===== src/ctrl_cfg.svh =====
`ifndef CTRL_CFG_SVH
`define CTRL_CFG_SVH

// instruction field widths
`define OPCODE_WIDTH 6
`define FUNCT_WIDTH  6

// primary opcodes
`define OP_RTYPE 6'h00
`define OP_J     6'h02
`define OP_JAL   6'h03
`define OP_BEQ   6'h04
`define OP_BNE   6'h05
`define OP_ADDI  6'h08
`define OP_ADDIU 6'h09
`define OP_SLTI  6'h0a
`define OP_LW    6'h23
`define OP_SW    6'h2b

// funct codes, only looked at under OP_RTYPE
`define FN_JR   6'h08
`define FN_MULT 6'h18
`define FN_ADD  6'h20
`define FN_SUB  6'h22
`define FN_AND  6'h24
`define FN_SLT  6'h2a

// the multiplier needs this many cycles after multInit
// before hi/lo are valid
`define MULT_CYCLES    33

// wide enough to hold MULT_CYCLES - 1
`define MULT_CNT_WIDTH 6

`endif


===== src/ctrlPkg.sv =====
package ctrlPkg;

    // one class per supported instruction
    typedef enum logic [4:0] {
        CLS_ADD,
        CLS_AND,
        CLS_SUB,
        CLS_SLT,
        CLS_ADDI,
        CLS_ADDIU,
        CLS_SLTI,
        CLS_LW,
        CLS_SW,
        CLS_BEQ,
        CLS_BNE,
        CLS_J,
        CLS_JAL,
        CLS_JR,
        CLS_MULT,
        CLS_INVALID
    } instrClass_t;

    typedef enum logic [5:0] {
        RESET_INIT,
        FETCH,
        FETCH_WAIT,
        IR_LOAD,
        DECODE,
        ADD_EXEC,
        AND_EXEC,
        SUB_EXEC,
        SLT_EXEC,
        RTYPE_WB,
        ADDI_EXEC,
        ADDIU_EXEC,
        SLTI_EXEC,
        IMM_WB,
        MEM_ADDR,
        MEM_READ,
        MEM_WAIT,
        MDR_LOAD,
        LW_WB,
        SW_WRITE,
        BEQ_EXEC,
        BNE_EXEC,
        JUMP,
        JAL_LINK,
        JR_EXEC,
        EXC_OVF,
        EXC_BAD,
        EXC_WAIT,
        EXC_VEC_READ,
        EXC_JUMP,
        MULT_START,
        MULT_WAIT,
        MULT_DONE
    } ctrlState_t;

    // datapath mux encodings
    typedef enum logic [1:0] {DST_RT, DST_RD, DST_RA, DST_SP} regDst_t;

    typedef enum logic [3:0] {
        WB_ALU     = 4'd0,
        WB_MEM     = 4'd1,
        WB_LINK    = 4'd6, // pc of the next instruction
        WB_SP_INIT = 4'd7
    } memToReg_t;

    typedef enum logic [2:0] {
        ALU_PASS_A = 3'd0,
        ALU_ADD    = 3'd1,
        ALU_SUB    = 3'd2,
        ALU_AND    = 3'd3,
        ALU_CMP    = 3'd7
    } aluOp_t;

    typedef enum logic [1:0] {SRCB_REG, SRCB_FOUR, SRCB_IMM, SRCB_BR_OFF} aluSrcB_t;
    typedef enum logic [2:0] {ADDR_PC, ADDR_ALUOUT, ADDR_VEC_BAD, ADDR_VEC_OVF} iOrD_t;
    typedef enum logic [2:0] {PC_ALU, PC_ALUOUT, PC_JUMP, PC_MDR} pcSrc_t;
    typedef enum logic [1:0] {CMP_NONE, CMP_NE, CMP_EQ} eqOrNe_t;

endpackage


===== src/controlWordGen.sv =====
`timescale 1ns/1ps

module controlWordGen import ctrlPkg::*; (
    input  ctrlState_t state,
    output logic       PCWrite,
    output logic       PCWriteCond,
    output logic       IRWrite,
    output logic       MemReadWrite,
    output logic       RegWrite,
    output logic       RegALoad,
    output logic       RegBLoad,
    output logic       ALUSrcA,      // 0 pc, 1 reg A
    output logic       EPCWrite,
    output logic       ALUOSrc,      // 1 selects the slt flag
    output logic       ALUOutWrite,
    output logic       MDRLoad,
    output logic       HiLoWrite,
    output logic       multInit,
    output regDst_t    RegDst,
    output memToReg_t  MemtoReg,
    output aluSrcB_t   ALUSrcB,
    output iOrD_t      IorD,
    output aluOp_t     ALUOp,
    output pcSrc_t     PCSrc,
    output eqOrNe_t    EqOrNe
);

    always_comb begin
        PCWrite      = 1'b0;
        PCWriteCond  = 1'b0;
        IRWrite      = 1'b0;
        MemReadWrite = 1'b0;
        RegWrite     = 1'b0;
        RegALoad     = 1'b0;
        RegBLoad     = 1'b0;
        ALUSrcA      = 1'b0;
        EPCWrite     = 1'b0;
        ALUOSrc      = 1'b0;
        ALUOutWrite  = 1'b0;
        MDRLoad      = 1'b0;
        HiLoWrite    = 1'b0;
        multInit     = 1'b0;
        RegDst       = DST_RT;
        MemtoReg     = WB_ALU;
        ALUSrcB      = SRCB_REG;
        IorD         = ADDR_PC;
        ALUOp        = ALU_PASS_A;
        PCSrc        = PC_ALU;
        EqOrNe       = CMP_NONE;

        case (state)
            RESET_INIT: begin
                RegWrite = 1'b1;
                RegDst   = DST_SP;
                MemtoReg = WB_SP_INIT;
            end
            FETCH: begin
                PCWrite = 1'b1; // pc <= pc + 4, memory takes the old pc
                ALUSrcB = SRCB_FOUR;
                ALUOp   = ALU_ADD;
            end
            IR_LOAD: IRWrite = 1'b1;
            DECODE: begin
                RegALoad    = 1'b1;
                RegBLoad    = 1'b1;
                ALUSrcB     = SRCB_BR_OFF; // branch target, kept in ALUOut
                ALUOp       = ALU_ADD;
                ALUOutWrite = 1'b1;
            end
            ADD_EXEC, AND_EXEC, SUB_EXEC, SLT_EXEC,
            ADDI_EXEC, ADDIU_EXEC, SLTI_EXEC, MEM_ADDR: begin
                ALUSrcA     = 1'b1;
                ALUOutWrite = 1'b1;
                case (state)
                    AND_EXEC:  ALUOp = ALU_AND;
                    SUB_EXEC:  ALUOp = ALU_SUB;
                    SLT_EXEC:  ALUOp = ALU_CMP;
                    SLTI_EXEC: ALUOp = ALU_CMP;
                    default:   ALUOp = ALU_ADD;
                endcase
                if (state == SLT_EXEC || state == SLTI_EXEC) begin
                    ALUOSrc = 1'b1;
                end
                if (state inside {ADDI_EXEC, ADDIU_EXEC, SLTI_EXEC, MEM_ADDR}) begin
                    ALUSrcB = SRCB_IMM;
                end
            end
            RTYPE_WB: begin
                RegWrite = 1'b1;
                RegDst   = DST_RD;
            end
            IMM_WB: RegWrite = 1'b1;
            MEM_READ: IorD = ADDR_ALUOUT; // address sampled here
            MDR_LOAD: MDRLoad = 1'b1;
            LW_WB: begin
                RegWrite = 1'b1;
                MemtoReg = WB_MEM;
            end
            SW_WRITE: begin
                IorD         = ADDR_ALUOUT;
                MemReadWrite = 1'b1;
            end
            BEQ_EXEC, BNE_EXEC: begin
                ALUSrcA     = 1'b1;
                ALUOp       = ALU_SUB;
                PCSrc       = PC_ALUOUT;
                PCWriteCond = 1'b1;
                EqOrNe      = (state == BEQ_EXEC) ? CMP_EQ : CMP_NE;
            end
            JAL_LINK: begin
                RegWrite = 1'b1;
                RegDst   = DST_RA;
                MemtoReg = WB_LINK;
            end
            JUMP: begin
                PCSrc   = PC_JUMP;
                PCWrite = 1'b1;
            end
            JR_EXEC: begin
                ALUSrcA = 1'b1;
                PCWrite = 1'b1;
            end
            EXC_OVF, EXC_BAD: begin
                ALUSrcB  = SRCB_FOUR; // epc <= pc - 4
                ALUOp    = ALU_SUB;
                EPCWrite = 1'b1;
                IorD     = (state == EXC_OVF) ? ADDR_VEC_OVF : ADDR_VEC_BAD;
            end
            EXC_VEC_READ: MDRLoad = 1'b1;
            EXC_JUMP: begin
                PCSrc   = PC_MDR;
                PCWrite = 1'b1;
            end
            MULT_START: multInit = 1'b1;
            MULT_DONE:  HiLoWrite = 1'b1;
            default: ; // FETCH_WAIT, MEM_WAIT, EXC_WAIT, MULT_WAIT idle
        endcase
    end

endmodule


===== src/cycleSequencer.sv =====
`timescale 1ns/1ps
`include "ctrl_cfg.svh"

module cycleSequencer import ctrlPkg::*; (
    input  logic        clk,
    input  logic        rstN,
    input  instrClass_t instrClass,
    input  logic        overflow,
    output ctrlState_t  state
);

    // counter runs from this value down to zero inside MULT_WAIT
    localparam int unsigned MULT_LOAD = `MULT_CYCLES - 1;

    ctrlState_t                 stateNext;
    logic [`MULT_CNT_WIDTH-1:0] multCnt;

    always_comb begin
        stateNext = state;
        case (state)
            RESET_INIT: stateNext = FETCH;
            FETCH:      stateNext = FETCH_WAIT;
            FETCH_WAIT: stateNext = IR_LOAD;
            IR_LOAD:    stateNext = DECODE;

            DECODE: begin
                case (instrClass)
                    CLS_ADD:   stateNext = ADD_EXEC;
                    CLS_AND:   stateNext = AND_EXEC;
                    CLS_SUB:   stateNext = SUB_EXEC;
                    CLS_SLT:   stateNext = SLT_EXEC;
                    CLS_ADDI:  stateNext = ADDI_EXEC;
                    CLS_ADDIU: stateNext = ADDIU_EXEC;
                    CLS_SLTI:  stateNext = SLTI_EXEC;
                    CLS_LW:    stateNext = MEM_ADDR;
                    CLS_SW:    stateNext = MEM_ADDR;
                    CLS_BEQ:   stateNext = BEQ_EXEC;
                    CLS_BNE:   stateNext = BNE_EXEC;
                    CLS_J:     stateNext = JUMP;
                    CLS_JAL:   stateNext = JAL_LINK;
                    CLS_JR:    stateNext = JR_EXEC;
                    CLS_MULT:  stateNext = MULT_START;
                    default:   stateNext = EXC_BAD;
                endcase
            end

            // signed arithmetic, may trap
            ADD_EXEC,
            SUB_EXEC: stateNext = overflow ? EXC_OVF : RTYPE_WB;
            ADDI_EXEC: stateNext = overflow ? EXC_OVF : IMM_WB;

            AND_EXEC,
            SLT_EXEC:   stateNext = RTYPE_WB;
            ADDIU_EXEC,
            SLTI_EXEC:  stateNext = IMM_WB;
            RTYPE_WB,
            IMM_WB:     stateNext = FETCH;

            MEM_ADDR: stateNext = (instrClass == CLS_SW) ? SW_WRITE : MEM_READ;
            MEM_READ: stateNext = MEM_WAIT;
            MEM_WAIT: stateNext = MDR_LOAD;
            MDR_LOAD: stateNext = LW_WB;
            LW_WB,
            SW_WRITE: stateNext = FETCH;

            BEQ_EXEC,
            BNE_EXEC,
            JR_EXEC,
            JUMP:     stateNext = FETCH;
            JAL_LINK: stateNext = JUMP; // link first, then jump

            // both traps share the vector fetch
            EXC_OVF,
            EXC_BAD:      stateNext = EXC_WAIT;
            EXC_WAIT:     stateNext = EXC_VEC_READ;
            EXC_VEC_READ: stateNext = EXC_JUMP;
            EXC_JUMP:     stateNext = FETCH;

            MULT_START: stateNext = MULT_WAIT;
            MULT_WAIT:  stateNext = (multCnt == '0) ? MULT_DONE : MULT_WAIT;
            MULT_DONE:  stateNext = FETCH;

            default: stateNext = RESET_INIT;
        endcase
    end

    always_ff @(posedge clk) begin
        if (!rstN) begin
            state   <= RESET_INIT;
            multCnt <= '0;
        end else begin
            state <= stateNext;
            if (state == MULT_START) begin
                multCnt <= MULT_LOAD[`MULT_CNT_WIDTH-1:0];
            end else if (state == MULT_WAIT && multCnt != '0) begin
                multCnt <= multCnt - 1'b1;
            end
        end
    end

endmodule


===== src/mipsControl.sv =====
`timescale 1ns/1ps
`include "ctrl_cfg.svh"

module mipsControl import ctrlPkg::*; (
    input  logic                     clk,
    input  logic                     rstN,
    input  logic [`OPCODE_WIDTH-1:0] opcode,
    input  logic [`FUNCT_WIDTH-1:0]  funct,
    input  logic                     overflow,
    output logic                     PCWrite,
    output logic                     PCWriteCond,
    output logic                     IRWrite,
    output logic                     MemReadWrite,
    output logic                     RegWrite,
    output logic                     RegALoad,
    output logic                     RegBLoad,
    output logic                     ALUSrcA,
    output logic                     EPCWrite,
    output logic                     ALUOSrc,
    output logic                     ALUOutWrite,
    output logic                     MDRLoad,
    output logic                     HiLoWrite,
    output logic                     multInit,
    output regDst_t                  RegDst,
    output memToReg_t                MemtoReg,
    output aluSrcB_t                 ALUSrcB,
    output iOrD_t                    IorD,
    output aluOp_t                   ALUOp,
    output pcSrc_t                   PCSrc,
    output eqOrNe_t                  EqOrNe
);

    instrClass_t instrClass;
    ctrlState_t  state;

    opDecoder uDecoder (
        .opcode     (opcode),
        .funct      (funct),
        .instrClass (instrClass)
    );

    cycleSequencer uSequencer (
        .clk        (clk),
        .rstN       (rstN),
        .instrClass (instrClass),
        .overflow   (overflow),
        .state      (state)
    );

    // all datapath controls are a pure function of state
    controlWordGen uWordGen (.*);

endmodule


===== src/opDecoder.sv =====
`timescale 1ns/1ps
`include "ctrl_cfg.svh"

module opDecoder import ctrlPkg::*; (
    input  logic [`OPCODE_WIDTH-1:0] opcode,
    input  logic [`FUNCT_WIDTH-1:0]  funct,
    output instrClass_t              instrClass
);

    instrClass_t rClass; // meaning of funct under RTYPE

    always_comb begin
        case (funct)
            `FN_ADD: begin
                rClass = CLS_ADD;
            end
            `FN_AND: begin
                rClass = CLS_AND;
            end
            `FN_SUB: begin
                rClass = CLS_SUB;
            end
            `FN_SLT: begin
                rClass = CLS_SLT;
            end
            `FN_JR: begin
                rClass = CLS_JR;
            end
            `FN_MULT: begin
                rClass = CLS_MULT;
            end
            default: begin
                rClass = CLS_INVALID; // unknown funct traps like a bad opcode
            end
        endcase
    end

    always_comb begin
        case (opcode)
            `OP_RTYPE: instrClass = rClass;
            `OP_ADDI:  instrClass = CLS_ADDI;
            `OP_ADDIU: instrClass = CLS_ADDIU;
            `OP_SLTI:  instrClass = CLS_SLTI;
            `OP_LW:    instrClass = CLS_LW;
            `OP_SW:    instrClass = CLS_SW;
            `OP_BEQ:   instrClass = CLS_BEQ;
            `OP_BNE:   instrClass = CLS_BNE;
            `OP_J:     instrClass = CLS_J;
            `OP_JAL:   instrClass = CLS_JAL;
            default:   instrClass = CLS_INVALID;
        endcase
    end

endmodule


===== config.mk =====
export PLATFORM = sky130hd
export DESIGN_NAME = mipsControl
export DESIGN_NICKNAME = d
export VERILOG_FILES = /design/src/ctrlPkg.sv /design/src/controlWordGen.sv /design/src/cycleSequencer.sv /design/src/mipsControl.sv /design/src/opDecoder.sv
export VERILOG_INCLUDE_DIRS = /design/src /design/src/src
export SDC_FILE = /design/constraint.sdc
export NUM_CORES = 1
export LEC_CHECK = 0
export ABC_AREA = 0
export BUFFER_PORTS_ARGS = -buffer_cell sky130_fd_sc_hd__buf_4
export CORE_AREA = 2 2 72 74
export CTS_BUF_LIST = sky130_fd_sc_hd__clkbuf_4
export DETAILED_ROUTE_END_ITERATION = 10
export DIE_AREA = 0 0 74 76
export GPL_ROUTABILITY_DRIVEN = 0
export PLACE_DENSITY_LB_ADDON = 0.08
export SLEW_MARGIN = 20
export SYNTH_ARGS = -nofsm -noshare
export SYNTH_HDL_FRONTEND = slang
export SYNTH_SLANG_ARGS = --single-unit
export TNS_END_PERCENT = 10

===== constraint.sdc =====
create_clock -name clk -period 3.75 [get_ports clk]
set_clock_uncertainty 0.15 [all_clocks]
set_input_delay 0.375 -clock clk [delete_from_list [all_inputs] [get_ports clk]]
set_output_delay 0.375 -clock clk [all_outputs]
set_load 0.01 [all_outputs]

== Word level (Yosys, flattened, before mapping) ==
Memory sizes are Yosys's and may differ from the RTL's.
Cells that the tools add are included.
Storage, ports and cells
  logic and storage cells: 115
  input port bits: 15
  memory bits (read-only): 80
  memories: 1
  output and inout port bits: 33
  register bits: 12
Cells by class
  bitwise operators: 1
  equality and inequality tests: 48
  add/subtract/negate cells: 1
  reduce and logical (&&, ||, !) cells: 26
  multiplexer cells: 35
Memory list
  (name not given): depth 16, bits a word 5, rd ports 1, clocked after Yosys merged registers in 0, write ports 0, RTL line cycleSequencer.sv:27  | case (instrClass)
Operators by type and width (count)
  6-bit case mux with 19 select lines: 1
  6-bit by 5-bit == test with 1-bit output (second input constant): 17
  6-bit by 4-bit == test with 1-bit output (second input constant): 12
  6-bit == test (second input constant): 7
  4-bit case mux with 10 select lines: 1
  6-bit by 3-bit == test with 1-bit output (second input constant): 6
  3-bit case mux with 3 select lines: 3
  6-bit by 2-bit == test with 1-bit output (second input constant): 4
  6-bit two-way mux: 4
  4-bit case mux with 6 select lines: 1
  11-bit OR reduction: 2
  2-bit OR reduction: 10
  6-bit zero test: 3
  2-bit case mux with 3 select lines: 3
  1-bit two-way mux: 15
  5-bit two-way mux: 3
  9-bit OR reduction: 1
  4-bit OR reduction: 2
  8-bit OR reduction: 1
  6-bit by 1-bit == test with 1-bit output (second input constant): 1
  2-bit two-way mux: 3
  3-bit case mux with 2 select lines: 1
  6-bit nonzero test: 1
  6-bit by 1-bit subtractor with 6-bit output (second input constant): 1
  8 further kinds: 8

== Depth between registers and ports, before layout ==
  depth after elaboration: 6
  gate-level depth with buffers: 10
  mapped depth without buffers: 9

== By module ==
Synthesis repeated with hierarchy kept, for this count alone.
Unflattened totals
  cell total of the unflattened synthesis: 278
  area total of the unflattened synthesis: 1934.4 um^2
By module, submodules not included
  cycleSequencer: times used 1, sequential area each 240.2 um^2, area each 1054.8 um^2, cells each 140
  controlWordGen: times used 1, sequential area each 0.0 um^2, area each 566.8 um^2, cells each 90
  opDecoder: times used 1, sequential area each 0.0 um^2, area each 312.8 um^2, cells each 48

== Least setup slack after synthesis ==
Ideal clock, no wire load.
  path type: in2reg
  start point: input opcode[3]
  end point: register uSequencer.state[2]
  data required time: 3.540 ns
  data arrival time: 2.472 ns
  path slack: 1.068 ns
  setup time: 0.060 ns
  cell stages on the path: 10
  path buffers: 1
  path through: buf_2 or3_4 o32a_1 a221oi_2 inv_1 ha_1 a21bo_1 o21a_1 a221oi_2 o41a_1
On the way
  cells in the longest elaborated chain, start to end: 5
  elaborated cells between the ends (all ways): 16
  classes of those cells: eq/ne (10); mux (4); reduce/logical (1); memory (1)
Ends and longest elaborated chain
  from (decl): RTL line mipsControl.sv:7  | input logic [`OPCODE_WIDTH-1:0] opcode,
  6-bit by 2-bit == test with 1-bit output (tied with other cells): RTL line opDecoder.sv:39  | case (opcode)
  4-bit case mux with 10 select lines *: RTL line opDecoder.sv:39
  memory read 16 x 5 bit / 4-bit == test (equally long branches)
  6-bit two-way mux / 5-bit two-way mux (equally long branches): RTL line cycleSequencer.sv:27, cycleSequencer.sv:59
  6-bit case mux with 19 select lines *: RTL line cycleSequencer.sv:20  | case (state)
  to (signal assigned): RTL line cycleSequencer.sv:92  | state <= stateNext;
  to (decl): RTL line cycleSequencer.sv:9  | output ctrlState_t state
Mark *: on every way between the ends. The rest lies on a longest branch, timed or not.
A chain may end at the register's enable or synchronous reset.

== Worst setup path in the final report ==
  start point: register uSequencer.state[4]
  end point: output multInit
On the way
  cells in the longest elaborated chain, start to end: 2
Ends and longest elaborated chain
  6-bit by 5-bit == test with 1-bit output: RTL line controlWordGen.sv:51  | case (state)
  1-bit two-way mux: RTL line controlWordGen.sv:51
  to (decl): RTL line mipsControl.sv:23  | output logic multInit,
No other way between the ends.

==> results.sh <==
export IMPL_status="complete, no violations"
export IMPL_fp_dieW_um=74
export IMPL_synthXorXnorAreaFrac_pct=4.70
export IMPL_syn_avg_cell_area_um2=6.71
export IMPL_grt_ovfl_total=0
export IMPL_grt_pass1_wl_um=8990
export IMPL_synth_top_area_share_pct=12.9
export IMPL_worst_hold_slack_ns=0.234
export IMPL_ys_seq_elements=12
export IMPL_yosysUniqueCellTypes=62
export IMPL_cp_arrival_ns=2.10
export IMPL_path_clk_slew_ns=0.08
export IMPL_fin_crit_ns=2.63
export IMPL_dieArea_mm2=0.00562
export IMPL_highest_layer="met4"
export IMPL_finalMaxSlewViolations=0
export IMPL_cts_root_buf="clkbuf_4"
export IMPL_synth_fa_ha_area_share_pct=4.03
export IMPL_regArea_um2=240
export IMPL_yosys_area_top_type="dfxtp_1"
export IMPL_synth_area_mm2=0.00186
export IMPL_final_nets=327
export IMPL_grt_pass1_vias=1868
export IMPL_yosysWarnings=0
export IMPL_finalPower_mw=0.646
export IMPL_vias_per_cell=5.57
export IMPL_synth_compound_area_share_pct=29.4
export IMPL_synth_top_family_by_area="simple AND/OR/NAND/NOR gates"
export IMPL_cap_violations=0
export IMPL_cp_max_fo=18
export IMPL_async_flop_share_pct=0
export IMPL_startpoint_type="flop"
export IMPL_report_final_hold_viol_count=0
export IMPL_core_area_mm2=0.00491
export IMPL_rsz0062_at_grt="false"
export IMPL_total_leakage_power_nw=0.874
export IMPL_syn_inst=278
export IMPL_n_fill_cell=538
export IMPL_cts_tree="built"
export IMPL_end_kind="output port"
export IMPL_wl_met2_um=2600
export IMPL_postRouteAntennaNets=0
export IMPL_p_per_area_mw_per_mm2=292
export IMPL_yosys_area_share_simple_pct=35.8
export IMPL_setup_viol=0
export IMPL_drcViolationCount=0
export IMPL_cts_sinks=12
export IMPL_worst_ep_required_time_ns=3.22
export IMPL_initial_utilization_pct=38.0
export IMPL_slew_limit_headroom_pct=56.1
export IMPL_synth_mux_area_share_pct=3.02
export IMPL_core_rowCount=26
export IMPL_multi_input_area_mm2=0.00145
export IMPL_track_usage_pct=19.2
export IMPL_vias=2090
export IMPL_syn_to_final_growth_pct=18.5
export IMPL_wl_met1_um=2480
export IMPL_period_share_pct=70.0
export IMPL_synthTopCellsByArea="dfxtp_1 (13%), nor2_1 (7.4%), nand2_1 (4.8%)"
export IMPL_dr_pass1_iters=4
export IMPL_cts_buffers=3
export IMPL_htree_levels=1
export IMPL_clockBufferDepth=2
export IMPL_post_cts_setup_buffers=0
export IMPL_diodes=0
export IMPL_synth_edff_count=0
export IMPL_drive_above_1_share_pct=21.0
export IMPL_seq_area_frac_synth_pct=12.9
export IMPL_met3RoutedLength_um=199
export IMPL_fp_dieH_um=76
export IMPL_wl_per_cell_um=14.1
export IMPL_place_hpwl_um=4040
export IMPL_holdBufCountCts=0
export IMPL_drtIter0Drc=175
export IMPL_ir_drop_mv=0.0868
export IMPL_grt_max_degree=34
export IMPL_worst_slew_pin_slew_ns=0.658
export IMPL_fin_tns_setup_ns=0
export IMPL_final_core_util_pct=45.0
export IMPL_io_pins=48
export IMPL_synth_ff_type="dfxtp_1"
export IMPL_hold_class="in2reg"
export IMPL_cts_resized=0
export IMPL_finalWirelength_um=5300
export IMPL_clk_latency_ns=0.27
export IMPL_worstSetupPathType="reg2out"
export IMPL_max_freq_mhz=381
export IMPL_antenna_found_initial=0
export IMPL_io_buffer_count=44
## layout make-up
type                       count  area share, %
inverter                      13           2.21
tap                           70           3.96
sequential                    12           10.9
clock buffer                   3           1.02
timing repair buffer          48           16.3
clock inverter                 1          0.170
multi-input combinational    228           65.5
## kinds of logic after synthesis
kind of cell | count (synthesis)
compound gates | 74
xor+xnor | 10
flops | 12
simple gates | 131
fa+ha+maj | 6
mux | 4
other cells | 1
buf+inv | 40
## worst max-delay path, cell delays in order (launching register included)
cell and delay (ns):
dfxtp_1 0.69, nand2b_1 0.42, or3_1 0.53, inv_1 0.08, buf_4 0.11
## placed cells by master, fill, tap and decap left out, types with 3 or more instances in the layout
cell type	n
dfxtp_1	12
inv_1	13
or2_2	5
o21ai_0	12
buf_4	48
nor2b_1	5
nand3_1	7
and3_1	5
a21oi_1	15
a31oi_1	4
or3_1	3
clkbuf_4	3
mux2i_1	3
conb_1	3
nand2_1	24
nor3_1	15
a22oi_1	3
a211oi_1	7
ha_1	6
nand3b_1	3
nor4_1	5
nand2b_1	6
nor2_1	37
o31ai_1	4
xnor2_1	8
o22ai_1	3
nor3b_1	3
## registers in the layout (all words and copies together) (netlist names)
signal / cells
uSequencer.multCnt: 6
uSequencer.state: 6
## cell usage after synthesis, types with 2 or more instances
cell type / number
o31ai_1: 4
a221oi_2: 2
nand3b_1: 3
nor4_1: 5
nand2_1: 24
ha_1: 6
a211o_1: 2
o22ai_1: 3
buf_4: 6
inv_1: 13
or2_2: 5
and2_1: 2
o32a_1: 2
nor3_1: 15
xor2_1: 2
or3_1: 3
nor2b_1: 5
nor3b_1: 3
a211oi_1: 7
nand4_1: 2
nor2_1: 37
clkbuf_1: 13
mux2i_1: 3
a32oi_1: 2
nand3_1: 7
a21boi_0: 2
o21ai_0: 12
dfxtp_1: 12
xnor2_1: 8
a21oi_1: 15
a31oi_1: 4
nand2b_1: 6
or3b_1: 2
and3_1: 5
buf_1: 3
nor4b_1: 2
a22oi_1: 3
buf_2: 4
## report_power, final
group	internal, mW	switching (mW)
clock	0.0385	0.0428
sequential	0.135	0.0213
combinational	0.175	0.233
total	0.349	0.297
## stage by stage
step                cells  cell area, um^2  setup WS (ns)
finish                375             2210           1.12
global route          375             2210          0.911
global placement      371             2180          0.922
CTS                   375             2210           1.09
floorplan             280             1870           1.07
detailed placement    371             2180          0.877
## metal layers
| layer | vias to the layer above | global-route usage [%] |
|---|---|---|
| met1 | 985 | 27.9 |
| met5 | - | 0 |
| met2 | 44 | 31.3 |
| met3 | 2 | 1.46 |
| met4 | 0 | 2.73 |
| li1 | 1059 | - |
## worst paths after layout
kind	startpoint	slack, ns	cells after the start	to
worst max-delay path	uSequencer.state[4]	1.12	4	multInit
worst min-delay path	rstN	0.23	2	uSequencer.multCnt[5]
worst max register to register	uSequencer.state[4]	1.21	6	uSequencer.state[3]
worst min register to register	uSequencer.multCnt[5]	0.37	3	uSequencer.state[5]
(Power assumes the default switching activity.)
